### config.mk
export PLATFORM = sky130hd
export DESIGN_NAME = dram_sniffer_top
export DESIGN_NICKNAME = d
export VERILOG_FILES = /design/src/hw/sniffer_pkg.sv /design/src/hw/ctrl_regs.sv /design/src/hw/dram_arbiter.sv /design/src/hw/dram_sniffer_top.sv /design/src/hw/mem_window.sv
export VERILOG_INCLUDE_DIRS = /design/src /design/src/hw
export SDC_FILE = /design/constraint.sdc
export NUM_CORES = 1
export LEC_CHECK = 0
export BUFFER_PORTS_ARGS = -buffer_cell sky130_fd_sc_hd__buf_2
export CORE_AREA = 5 5 200 202
export CTS_CLUSTER_DIAMETER = 100
export CTS_CLUSTER_SIZE = 8
export DETAILED_ROUTE_END_ITERATION = 10
export DIE_AREA = 0 0 205 207
export PLACE_DENSITY = 0.52
export SYNTH_ARGS = -nofsm -noshare
export SYNTH_HDL_FRONTEND = slang
export SYNTH_SLANG_ARGS = --single-unit
### constraint.sdc
create_clock -name clk -period 14.7 [get_ports clk]
set_input_delay 1.47 -clock clk [delete_from_list [all_inputs] [get_ports clk]]
set_output_delay 1.47 -clock clk [all_outputs]
set_load 0.01 [all_outputs]
### src/hw/sniffer_settings.svh
`ifndef SNIFFER_SETTINGS_SVH
`define SNIFFER_SETTINGS_SVH

// dram beat geometry
`define SNIFF_ADDR_W 32
`define SNIFF_DATA_W 64
`define SNIFF_MASK_W 8

// upper beat-address bits set by software
`define SNIFF_BASE_W 16

// reads in flight through the arbiter
`define SNIFF_RD_DEPTH 4

// control slave register offsets
`define SNIFF_REG_CTRL   12'h000
`define SNIFF_REG_BASE   12'h004
`define SNIFF_REG_STATUS 12'h008

`endif
### src/hw/sniffer_pkg.sv
`include "sniffer_settings.svh"

package sniffer_pkg;

  typedef enum logic {
    CMD_WRITE = 1'b0,
    CMD_READ  = 1'b1
  } mem_cmd_e;

  typedef enum logic {
    ARB_ROUND    = 1'b0,
    ARB_OVERRIDE = 1'b1
  } arb_state_e;

  typedef enum logic [1:0] {
    WIN_IDLE    = 2'd0,
    WIN_CMD     = 2'd1,
    WIN_WAIT_RD = 2'd2
  } win_state_e;

  typedef enum logic {
    PORT_APP   = 1'b0,
    PORT_SNIFF = 1'b1
  } port_id_e;

  // mask bit high means the byte is left alone
  typedef struct packed {
    logic                     valid;
    mem_cmd_e                 cmd;
    logic [`SNIFF_ADDR_W-1:0] addr;
    logic [`SNIFF_DATA_W-1:0] wdata;
    logic [`SNIFF_MASK_W-1:0] mask;
  } mem_req_t;

  typedef struct packed {
    logic                     valid;
    logic [`SNIFF_DATA_W-1:0] rdata;
  } mem_rsp_t;

  typedef struct packed {
    logic        psel;
    logic        penable;
    logic        pwrite;
    logic [11:0] paddr;
    logic [31:0] pwdata;
    logic [3:0]  pstrb;
  } apb_req_t;

  typedef struct packed {
    logic        pready;
    logic        pslverr;
    logic [31:0] prdata;
  } apb_rsp_t;

endpackage

### src/hw/ctrl_regs.sv
`timescale 1ns/1ps
`include "sniffer_settings.svh"

module ctrl_regs (
  input  logic                     clk,
  input  logic                     rst,
  input  sniffer_pkg::apb_req_t    apb_in,
  output sniffer_pkg::apb_rsp_t    apb_out,
  output logic [`SNIFF_BASE_W-1:0] window_base,
  output logic                     override_en,
  output sniffer_pkg::port_id_e    override_sel,
  input  sniffer_pkg::arb_state_e  arb_state,
  input  logic                     conflict,
  output logic                     conflict_clr,
  input  sniffer_pkg::win_state_e  win_state,
  input  logic                     phy_ready
);

  logic        access;
  logic        wr_en;
  logic [11:0] offset;
  logic        hit_ctrl;
  logic        hit_base;
  logic        hit_status;
  logic        ctrl_wr;

  assign access = apb_in.psel && apb_in.penable;
  assign wr_en  = access && apb_in.pwrite;

  // word aligned decode
  assign offset     = {apb_in.paddr[11:2], 2'b00};
  assign hit_ctrl   = (offset == `SNIFF_REG_CTRL);
  assign hit_base   = (offset == `SNIFF_REG_BASE);
  assign hit_status = (offset == `SNIFF_REG_STATUS);

  // ctrl fields all live in byte 0
  assign ctrl_wr = wr_en && hit_ctrl && apb_in.pstrb[0];

  // no wait states, every access phase completes at once
  always_comb begin
    apb_out.pready  = access;
    apb_out.pslverr = access && !(hit_ctrl || hit_base || hit_status);
    apb_out.prdata  = '0;
    if (hit_ctrl) begin
      apb_out.prdata[0] = override_en;
      apb_out.prdata[1] = override_sel;
    end else if (hit_base) begin
      apb_out.prdata[`SNIFF_BASE_W-1:0] = window_base;
    end else if (hit_status) begin
      apb_out.prdata[0]   = phy_ready;
      apb_out.prdata[1]   = arb_state;
      apb_out.prdata[2]   = conflict;
      apb_out.prdata[4:3] = win_state;
    end
  end

  always_ff @(posedge clk) begin
    if (rst) begin
      override_en  <= 1'b0;
      override_sel <= sniffer_pkg::PORT_APP;
      window_base  <= '0;
      conflict_clr <= 1'b0;
    end else begin
      // bit 2 of ctrl is a self clearing strobe
      conflict_clr <= ctrl_wr && apb_in.pwdata[2];
      if (ctrl_wr) begin
        override_en  <= apb_in.pwdata[0];
        override_sel <= sniffer_pkg::port_id_e'(apb_in.pwdata[1]);
      end
      if (wr_en && hit_base) begin
        for (int b = 0; b < `SNIFF_BASE_W / 8; b++) begin
          if (apb_in.pstrb[b]) begin
            window_base[b*8 +: 8] <= apb_in.pwdata[b*8 +: 8];
          end
        end
      end
      // status is read only, writes fall through
    end
  end

endmodule

### src/hw/dram_arbiter.sv
`timescale 1ns/1ps
`include "sniffer_settings.svh"

module dram_arbiter (
  input  logic                    clk,
  input  logic                    rst,
  input  logic                    override_en,
  input  sniffer_pkg::port_id_e   override_sel,
  input  sniffer_pkg::mem_req_t   app_req,
  output logic                    app_rdy,
  output sniffer_pkg::mem_rsp_t   app_rsp,
  input  sniffer_pkg::mem_req_t   sniff_req,
  output logic                    sniff_rdy,
  output sniffer_pkg::mem_rsp_t   sniff_rsp,
  output sniffer_pkg::mem_req_t   ddr_req,
  input  logic                    ddr_rdy,
  input  sniffer_pkg::mem_rsp_t   ddr_rsp,
  output sniffer_pkg::arb_state_e arb_state,
  output logic                    conflict,
  input  logic                    conflict_clr
);

  localparam int PTR_W = $clog2(`SNIFF_RD_DEPTH);

  sniffer_pkg::port_id_e rd_owner [`SNIFF_RD_DEPTH];
  logic [PTR_W-1:0]      wr_ptr;
  logic [PTR_W-1:0]      rd_ptr;
  logic [PTR_W:0]        rd_count;
  logic                  rd_full;
  logic                  rd_push;
  sniffer_pkg::port_id_e head;
  sniffer_pkg::port_id_e last_q;
  logic                  out_valid;
  sniffer_pkg::mem_req_t out_q;
  logic                  advance;
  logic                  app_want;
  logic                  sniff_want;
  logic                  app_sel;
  logic                  sniff_sel;
  logic                  gnt_app;
  logic                  gnt_sniff;
  logic                  blocked_req;

  assign arb_state = override_en ? sniffer_pkg::ARB_OVERRIDE : sniffer_pkg::ARB_ROUND;

  // output register moves when empty or drained
  assign advance = !out_valid || ddr_rdy;
  assign rd_full = (rd_count == `SNIFF_RD_DEPTH);

  // a read waits while the tracking fifo is full
  assign app_want   = app_req.valid && !(app_req.cmd == sniffer_pkg::CMD_READ && rd_full);
  assign sniff_want = sniff_req.valid && !(sniff_req.cmd == sniffer_pkg::CMD_READ && rd_full);

  always_comb begin
    if (arb_state == sniffer_pkg::ARB_OVERRIDE) begin
      app_sel   = (override_sel == sniffer_pkg::PORT_APP);
      sniff_sel = (override_sel == sniffer_pkg::PORT_SNIFF);
    end else begin
      // alternate on contention
      app_sel   = !sniff_want || (last_q == sniffer_pkg::PORT_SNIFF);
      sniff_sel = !app_want || (last_q == sniffer_pkg::PORT_APP);
    end
  end

  assign gnt_app   = advance && app_want && app_sel;
  assign gnt_sniff = advance && sniff_want && sniff_sel;
  assign app_rdy   = gnt_app;
  assign sniff_rdy = gnt_sniff;

  assign rd_push = (gnt_app && app_req.cmd == sniffer_pkg::CMD_READ) ||
                   (gnt_sniff && sniff_req.cmd == sniffer_pkg::CMD_READ);

  // locked out port still asking
  assign blocked_req = (override_sel == sniffer_pkg::PORT_SNIFF) ? app_req.valid
                                                                 : sniff_req.valid;

  always_ff @(posedge clk) begin
    if (rst) begin
      out_valid <= 1'b0;
      last_q    <= sniffer_pkg::PORT_SNIFF;
      conflict  <= 1'b0;
    end else begin
      if (advance) begin
        out_valid <= gnt_app || gnt_sniff;
      end
      if (gnt_app) begin
        last_q <= sniffer_pkg::PORT_APP;
      end else if (gnt_sniff) begin
        last_q <= sniffer_pkg::PORT_SNIFF;
      end
      // clear wins for one cycle, a pending request sets it again
      if (conflict_clr) begin
        conflict <= 1'b0;
      end else if (arb_state == sniffer_pkg::ARB_OVERRIDE && blocked_req) begin
        conflict <= 1'b1;
      end
    end
  end

  always_ff @(posedge clk) begin
    if (gnt_app) begin
      out_q <= app_req;
    end else if (gnt_sniff) begin
      out_q <= sniff_req;
    end
  end

  always_comb begin
    ddr_req       = out_q;
    ddr_req.valid = out_valid;
  end

  // owner of each issued read, oldest at rd_ptr
  always_ff @(posedge clk) begin
    if (rd_push) begin
      rd_owner[wr_ptr] <= gnt_app ? sniffer_pkg::PORT_APP : sniffer_pkg::PORT_SNIFF;
    end
  end

  always_ff @(posedge clk) begin
    if (rst) begin
      wr_ptr   <= '0;
      rd_ptr   <= '0;
      rd_count <= '0;
    end else begin
      if (rd_push) begin
        wr_ptr <= wr_ptr + 1'b1;
      end
      if (ddr_rsp.valid) begin
        rd_ptr <= rd_ptr + 1'b1;
      end
      case ({rd_push, ddr_rsp.valid})
        2'b10: rd_count <= rd_count + 1'b1;
        2'b01: rd_count <= rd_count - 1'b1;
        default: rd_count <= rd_count;
      endcase
    end
  end

  assign head = rd_owner[rd_ptr];

  always_comb begin
    app_rsp.rdata   = ddr_rsp.rdata;
    app_rsp.valid   = ddr_rsp.valid && (head == sniffer_pkg::PORT_APP);
    sniff_rsp.rdata = ddr_rsp.rdata;
    sniff_rsp.valid = ddr_rsp.valid && (head == sniffer_pkg::PORT_SNIFF);
  end

endmodule

### src/hw/dram_sniffer_top.sv
`timescale 1ns/1ps
`include "sniffer_settings.svh"

module dram_sniffer_top (
  input  logic                  clk,
  input  logic                  rst,
  input  sniffer_pkg::apb_req_t ctrl_apb_in,
  output sniffer_pkg::apb_rsp_t ctrl_apb_out,
  input  sniffer_pkg::apb_req_t mem_apb_in,
  output sniffer_pkg::apb_rsp_t mem_apb_out,
  input  logic                  phy_ready,
  input  sniffer_pkg::mem_req_t app_req,
  output logic                  app_rdy,
  output sniffer_pkg::mem_rsp_t app_rsp,
  output sniffer_pkg::mem_req_t ddr_req,
  input  logic                  ddr_rdy,
  input  sniffer_pkg::mem_rsp_t ddr_rsp
);

  logic [`SNIFF_BASE_W-1:0] window_base;
  logic                     override_en;
  sniffer_pkg::port_id_e    override_sel;
  sniffer_pkg::arb_state_e  arb_state;
  logic                     conflict;
  logic                     conflict_clr;
  sniffer_pkg::win_state_e  win_state;

  // window side of the arbiter
  sniffer_pkg::mem_req_t    sniff_req;
  logic                     sniff_rdy;
  sniffer_pkg::mem_rsp_t    sniff_rsp;

  ctrl_regs u_ctrl_regs (
    .clk          (clk),
    .rst          (rst),
    .apb_in       (ctrl_apb_in),
    .apb_out      (ctrl_apb_out),
    .window_base  (window_base),
    .override_en  (override_en),
    .override_sel (override_sel),
    .arb_state    (arb_state),
    .conflict     (conflict),
    .conflict_clr (conflict_clr),
    .win_state    (win_state),
    .phy_ready    (phy_ready)
  );

  mem_window u_mem_window (
    .clk         (clk),
    .rst         (rst),
    .apb_in      (mem_apb_in),
    .apb_out     (mem_apb_out),
    .window_base (window_base),
    .mem_req     (sniff_req),
    .mem_rdy     (sniff_rdy),
    .mem_rsp     (sniff_rsp),
    .win_state   (win_state)
  );

  dram_arbiter u_dram_arbiter (
    .clk          (clk),
    .rst          (rst),
    .override_en  (override_en),
    .override_sel (override_sel),
    .app_req      (app_req),
    .app_rdy      (app_rdy),
    .app_rsp      (app_rsp),
    .sniff_req    (sniff_req),
    .sniff_rdy    (sniff_rdy),
    .sniff_rsp    (sniff_rsp),
    .ddr_req      (ddr_req),
    .ddr_rdy      (ddr_rdy),
    .ddr_rsp      (ddr_rsp),
    .arb_state    (arb_state),
    .conflict     (conflict),
    .conflict_clr (conflict_clr)
  );

endmodule

### src/hw/mem_window.sv
`timescale 1ns/1ps
`include "sniffer_settings.svh"

module mem_window (
  input  logic                     clk,
  input  logic                     rst,
  input  sniffer_pkg::apb_req_t    apb_in,
  output sniffer_pkg::apb_rsp_t    apb_out,
  input  logic [`SNIFF_BASE_W-1:0] window_base,
  output sniffer_pkg::mem_req_t    mem_req,
  input  logic                     mem_rdy,
  input  sniffer_pkg::mem_rsp_t    mem_rsp,
  output sniffer_pkg::win_state_e  win_state
);

  // zero pad above base and the nine paddr beat bits
  localparam int PAD_W  = `SNIFF_ADDR_W - `SNIFF_BASE_W - 9;
  localparam int LANE_W = `SNIFF_DATA_W / 2;
  localparam int LANE_M = `SNIFF_MASK_W / 2;

  sniffer_pkg::win_state_e  state_q;
  logic                     setup;
  logic                     start;
  logic                     pready_q;
  logic [LANE_W-1:0]        prdata_q;
  sniffer_pkg::mem_cmd_e    cmd_q;
  logic [`SNIFF_ADDR_W-1:0] addr_q;
  logic [`SNIFF_DATA_W-1:0] wdata_q;
  logic [`SNIFF_MASK_W-1:0] mask_q;
  logic                     lane_q;
  logic [`SNIFF_MASK_W-1:0] wr_mask;

  // only the setup phase starts an access, so the completing
  // access phase cannot retrigger
  assign setup = apb_in.psel && !apb_in.penable;
  assign start = (state_q == sniffer_pkg::WIN_IDLE) && setup;

  // unused lane fully masked, strobes inverted into the active lane
  always_comb begin
    if (apb_in.paddr[2]) begin
      wr_mask = {~apb_in.pstrb, {LANE_M{1'b1}}};
    end else begin
      wr_mask = {{LANE_M{1'b1}}, ~apb_in.pstrb};
    end
  end

  // command payload captured at setup
  always_ff @(posedge clk) begin
    if (start) begin
      cmd_q   <= apb_in.pwrite ? sniffer_pkg::CMD_WRITE : sniffer_pkg::CMD_READ;
      addr_q  <= {{PAD_W{1'b0}}, window_base, apb_in.paddr[11:3]};
      wdata_q <= {2{apb_in.pwdata}};
      mask_q  <= apb_in.pwrite ? wr_mask : {`SNIFF_MASK_W{1'b1}};
      lane_q  <= apb_in.paddr[2];
    end
    if (state_q == sniffer_pkg::WIN_WAIT_RD && mem_rsp.valid) begin
      if (lane_q) begin
        prdata_q <= mem_rsp.rdata[LANE_W +: LANE_W];
      end else begin
        prdata_q <= mem_rsp.rdata[LANE_W-1:0];
      end
    end
  end

  always_ff @(posedge clk) begin
    if (rst) begin
      state_q  <= sniffer_pkg::WIN_IDLE;
      pready_q <= 1'b0;
    end else begin
      pready_q <= 1'b0;
      case (state_q)
        sniffer_pkg::WIN_IDLE: begin
          if (setup) begin
            state_q <= sniffer_pkg::WIN_CMD;
          end
        end
        sniffer_pkg::WIN_CMD: begin
          if (mem_rdy) begin
            // writes finish on acceptance, reads wait for data
            if (cmd_q == sniffer_pkg::CMD_WRITE) begin
              state_q  <= sniffer_pkg::WIN_IDLE;
              pready_q <= 1'b1;
            end else begin
              state_q <= sniffer_pkg::WIN_WAIT_RD;
            end
          end
        end
        sniffer_pkg::WIN_WAIT_RD: begin
          if (mem_rsp.valid) begin
            state_q  <= sniffer_pkg::WIN_IDLE;
            pready_q <= 1'b1;
          end
        end
        default: begin
          state_q <= sniffer_pkg::WIN_IDLE;
        end
      endcase
    end
  end

  always_comb begin
    mem_req.valid = (state_q == sniffer_pkg::WIN_CMD);
    mem_req.cmd   = cmd_q;
    mem_req.addr  = addr_q;
    mem_req.wdata = wdata_q;
    mem_req.mask  = mask_q;
  end

  assign apb_out.pready  = pready_q;
  assign apb_out.pslverr = 1'b0;
  assign apb_out.prdata  = prdata_q;
  assign win_state       = state_q;

endmodule

==> implementation parameters <==
Parameter                              Value

Worst setup path
  Capture point of the critical path    ctrl_apb_out[4]
  Kind of end point of the critical path    output port
  Worst setup path startpoint    ctrl_apb_in[41]
  Capture instance of the worst register-to-register path    u_dram_arbiter.rd_count[2]$_SDFFE_PP0P_
  Critical Path Source Type    input pin
  Largest driver fanout on the critical path    19
  Register-to-register path setup slack    11270 ps
  R2r startpoint    u_mem_window.cmd_q$_DFFE_PP_
  Critical path type    input pin to output port
  Number of cells traversed by the worst register-to-register path    11
  Data required time at the worst endpoint    about 13000 ps
  CP Data Arrival Time    3370 ps

Pwr
  Internal cell power    approximately 0.0015 W
  Worst vdd rail ir drop    0.07083 mV
  Net switching power    0.0005517 W
  Proportion of power drawn by combinational gates    0.191
  Share of total power in the clock network    0.363
  Relative contribution of sequential cells to total power    0.446
  Pwr Total    0.002077 W
  Net switching fraction of the power    0.2656
  Leak    ~5.8 nW
  Power density cells    150.9 mW/mm2

Clock network
  Number of sinks on the clock net    242
  Setup repair bufs after CTS    0
  Number of buffers inserted by hold repair at cts    0
  Bufs on Longest Clock Path    3
  Number of clock buffers inserted by TritonCTS    36
  Count of instances resized after the clock tree is built    0
  Clock latency of the later-clocked register in the worst-skew pair    520 ps
  Count of H-tree levels built during CTS    2
  Clock tree from TritonCTS    done
  Master cell of the clock root buffer    sky130_fd_sc_hd__clkbuf_16
  Clock slew seen by the registers of the worst setup and hold paths    about 50 ps

Finish
  Net total in the final layout    1367
  Area Overhead vs Synth    32.77%
  Fillers    between 3000 and 4000
  Share of layout cells above drive strength 1    0.5858

Logic synthesis
  Post-Synthesis Cells    between 600 and 700
  Number of register bits inferred by synthesis    242
  Flip-flop cell with the highest count after synthesis    sky130_fd_sc_hd__edfxtp_1
  Post-synthesis instance area    0.01036 mm2
  Async set or reset register ratio after synthesis    0
  Yosys warns    0
  Number of flops mapped to enable cells by yosys    ~210
  Netlist cell types    48
  Post-synthesis area per instance    roughly 16 um2
  Post-synthesis sequential area ratio    0.6684

Placement
  Detailed Place HPWL    21560 um
  Port bufs    477
  Placer congestion estimate    0.7366

Floorplanning
  I/O pin total    517
  Overall die width    roughly 210 um
  Area of the core region    0.03811 mm2
  Full die area    0.04244 mm2
  Initial Utilization    0.2719
  Y dimension of the die    between 200 and 250 um
  Rows    72

GRT
  Total congestion overflow    0
  First-pass GRT wire length    41950 um
  Initial antenna violation count    2
  Overall Global Routing Usage    0.1286
  Maximum number of pins on one net before global-route repair    68
  Number of global-route vias before repair    between 7000 and 8000

Job
  Max_cap viols    0

STA
  Setup repair after global routing missed its margin    false
  Number of hold violations in the final report    0
  Final max-slew violation count    0
  Worst max-slew margin expressed relative to the limit    0.2934
  Minimum clock period    4836 ps
  Final sum of negative setup slack    0 ps
  Final period util    0.3290
  Worst-Margin Slew    around 1100 ps
  Final count of negative-setup-slack endpoints    0
  Highest clock frequency the design can meet    ~210 MHz
  Fin Clk Skew    19.07 ps

Routing
  Total detailed-routing wirelength    around 29000 um
  Highest Signal Layer    met4
  Detail Route Antenna Nets    0
  Violation count after the first detailed-routing iteration    221
  DRT met1 WL    approximately 11000 um
  Amount of wire on met2 after detailed routing    15000 um
  Total vias in the final route    6708
  Drt pass-1 iters    4
  Routed wire length on met3    roughly 2600 um
  Detail-routed via count per cell    a little over 4
  Post-route DRC    0
  Average routed wire per standard cell    18.03 um

Min path
  Tightest Hold Check Type    flip-flop to flip-flop

Run status
  Run status    finished, final reports clean
power groups by stage:
| stage | Clock, W | Combinational [W] | Sequential, W |
|---|---|---|---|
| 3_5_place_dp | 0 | 0.000408 | 0.000940 |
| 6_report | 0.000754 | 0.000397 | 0.000925 |
| 5_1_grt | 0.000812 | 0.000432 | 0.000936 |
| 2_1_floorplan | 0 | 0.000199 | 0.000998 |
| 4_1_cts | 0.000785 | 0.000409 | 0.000927 |
| 3_3_place_gp | 0 | 0.000405 | 0.000937 |
worst max-delay path: stages:
cell and delay, ps:
sky130_fd_sc_hd__buf_2 100, sky130_fd_sc_hd__nor4_1 400, sky130_fd_sc_hd__and4b_1 740, sky130_fd_sc_hd__a22oi_1 190, sky130_fd_sc_hd__nor2_1 270, sky130_fd_sc_hd__buf_2 200
layer usage:
metal | track usage | vias up
li1 | - | 3164
met1 | 0.1411 | 3180
met2 | 0.2309 | 317
met3 | 0.04348 | 47
met4 | 0.04458 | 0
met5 | 0 | -
cell usage after synthesis (2+ instances only):
cell type,number,area share
sky130_fd_sc_hd__nand3b_1,5,0.0036
sky130_fd_sc_hd__mux2i_1,20,0.019
sky130_fd_sc_hd__a22oi_1,5,0.0036
sky130_fd_sc_hd__o21ai_0,2,0.00097
sky130_fd_sc_hd__nor2b_1,7,0.0042
sky130_fd_sc_hd__nor3_1,2,0.00097
sky130_fd_sc_hd__xor2_1,3,0.0025
sky130_fd_sc_hd__nor4_1,2,0.0012
sky130_fd_sc_hd__clkbuf_1,8,0.0029
sky130_fd_sc_hd__buf_4,97,0.070
sky130_fd_sc_hd__and2_1,19,0.011
sky130_fd_sc_hd__and3b_1,2,0.0017
sky130_fd_sc_hd__mux2_2,109,0.12
sky130_fd_sc_hd__mux2_1,23,0.025
sky130_fd_sc_hd__nand2b_1,7,0.0042
sky130_fd_sc_hd__nand3_1,4,0.0019
sky130_fd_sc_hd__edfxtp_1,208,0.60
sky130_fd_sc_hd__ha_1,8,0.0097
sky130_fd_sc_hd__nand2_1,6,0.0022
sky130_fd_sc_hd__dfxtp_1,34,0.066
sky130_fd_sc_hd__nor2_1,35,0.013
sky130_fd_sc_hd__buf_1,3,0.0011
sky130_fd_sc_hd__inv_1,12,0.0043
sky130_fd_sc_hd__and4_1,2,0.0017
sky130_fd_sc_hd__nor3b_1,3,0.0022
sky130_fd_sc_hd__a21oi_1,5,0.0024
through the flow:
step                      setup slack (ps)  cells    util  hold slack [ps]  area, um2
after floorplan                       7496    669       -            376.3      10420
after global placement                9902   1561  0.3344            402.7      12740
after detailed placement              9902   1561  0.3344            397.2      12740
after CTS                             9893   1614  0.3608            413.7      13750
after global routing                  9730   1616  0.3610            431.4      13760
final                                 9864   1617  0.3610            410.3      13760
cell families (layout without fill, tap and decap cells):
kind of cell	Yosys count	count (layout)	share of synthesized area
xor gates and xnor gates	4	4	0.003381
buffers and inverters	122	549	0.08005
adders and majority gates	9	9	0.01159
other	1	20	0.0003619
AOI/OAI and AO/OA	18	18	0.01195
and+or+nand+nor	104	104	0.05929
DFF	242	242	0.6684
muxes	153	153	0.1649
final cells by class:
type | instances | area, um2 | area share
inverter | 13 | 48.80 | 0.003547
clock buffer | 49 | 949.7 | 0.06903
tap | 518 | 648.1 | 0.04711
clock inverter | 4 | 58.81 | 0.004274
multi-input combinational | 305 | 2686 | 0.1953
antenna | 3 | 7.507 | 0.0005457
sequential | 242 | 6927 | 0.5035
timing repair buffer | 483 | 2432 | 0.1768
registers in the layout (all words and copies together) (netlist names), named ones only:
signal / flops
u_mem_window.pready_q: 1
u_dram_arbiter.wr_ptr: 2
u_mem_window.prdata_q: 32
u_mem_window.win_state: 2
u_dram_arbiter.conflict: 1
u_mem_window.lane_q: 1
u_mem_window.cmd_q: 1
u_dram_arbiter.last_q: 1
u_dram_arbiter.rd_count: 3
u_dram_arbiter.rd_ptr: 2
u_ctrl_regs.override_en: 1
u_mem_window.wdata_q: 32
u_ctrl_regs.window_base: 16
u_ctrl_regs.conflict_clr: 1
u_dram_arbiter.out_valid: 1
u_mem_window.mask_q: 8
u_dram_arbiter.rd_owner: 4
u_ctrl_regs.override_sel: 1
u_mem_window.addr_q: 25
u_dram_arbiter.ddr_req: 105
how the worst min path moves through the flow:
stage,from,to,slack (ps),cells past startpoint
4_1_cts,u_ctrl_regs.conflict_clr$_SDFF_PP0_,u_dram_arbiter.conflict$_SDFFE_PP0P_,410,1
3_5_place_dp,u_ctrl_regs.conflict_clr$_SDFF_PP0_,u_dram_arbiter.conflict$_SDFFE_PP0P_,400,1
2_1_floorplan,u_ctrl_regs.conflict_clr$_SDFF_PP0_,u_dram_arbiter.conflict$_SDFFE_PP0P_,380,1
6_report,u_ctrl_regs.conflict_clr$_SDFF_PP0_,u_dram_arbiter.conflict$_SDFFE_PP0P_,410,1
5_1_grt,u_ctrl_regs.conflict_clr$_SDFF_PP0_,u_dram_arbiter.conflict$_SDFFE_PP0P_,430,1
3_3_place_gp,u_ctrl_regs.conflict_clr$_SDFF_PP0_,u_dram_arbiter.conflict$_SDFFE_PP0P_,400,1
placed cells by master, fill, tap and decap left out, types with 7 or more instances in the layout:
cell	n
sky130_fd_sc_hd__and2_1	19
sky130_fd_sc_hd__buf_2	477
sky130_fd_sc_hd__clkbuf_1	13
sky130_fd_sc_hd__clkbuf_16	36
sky130_fd_sc_hd__conb_1	17
sky130_fd_sc_hd__dfxtp_1	34
sky130_fd_sc_hd__edfxtp_1	208
sky130_fd_sc_hd__ha_1	8
sky130_fd_sc_hd__inv_1	12
sky130_fd_sc_hd__mux2_1	23
sky130_fd_sc_hd__mux2_2	109
sky130_fd_sc_hd__mux2i_1	20
sky130_fd_sc_hd__nand2b_1	7
sky130_fd_sc_hd__nor2_1	34
sky130_fd_sc_hd__nor2b_1	7
No activity file was read; power rests on OpenSTA's default activity.
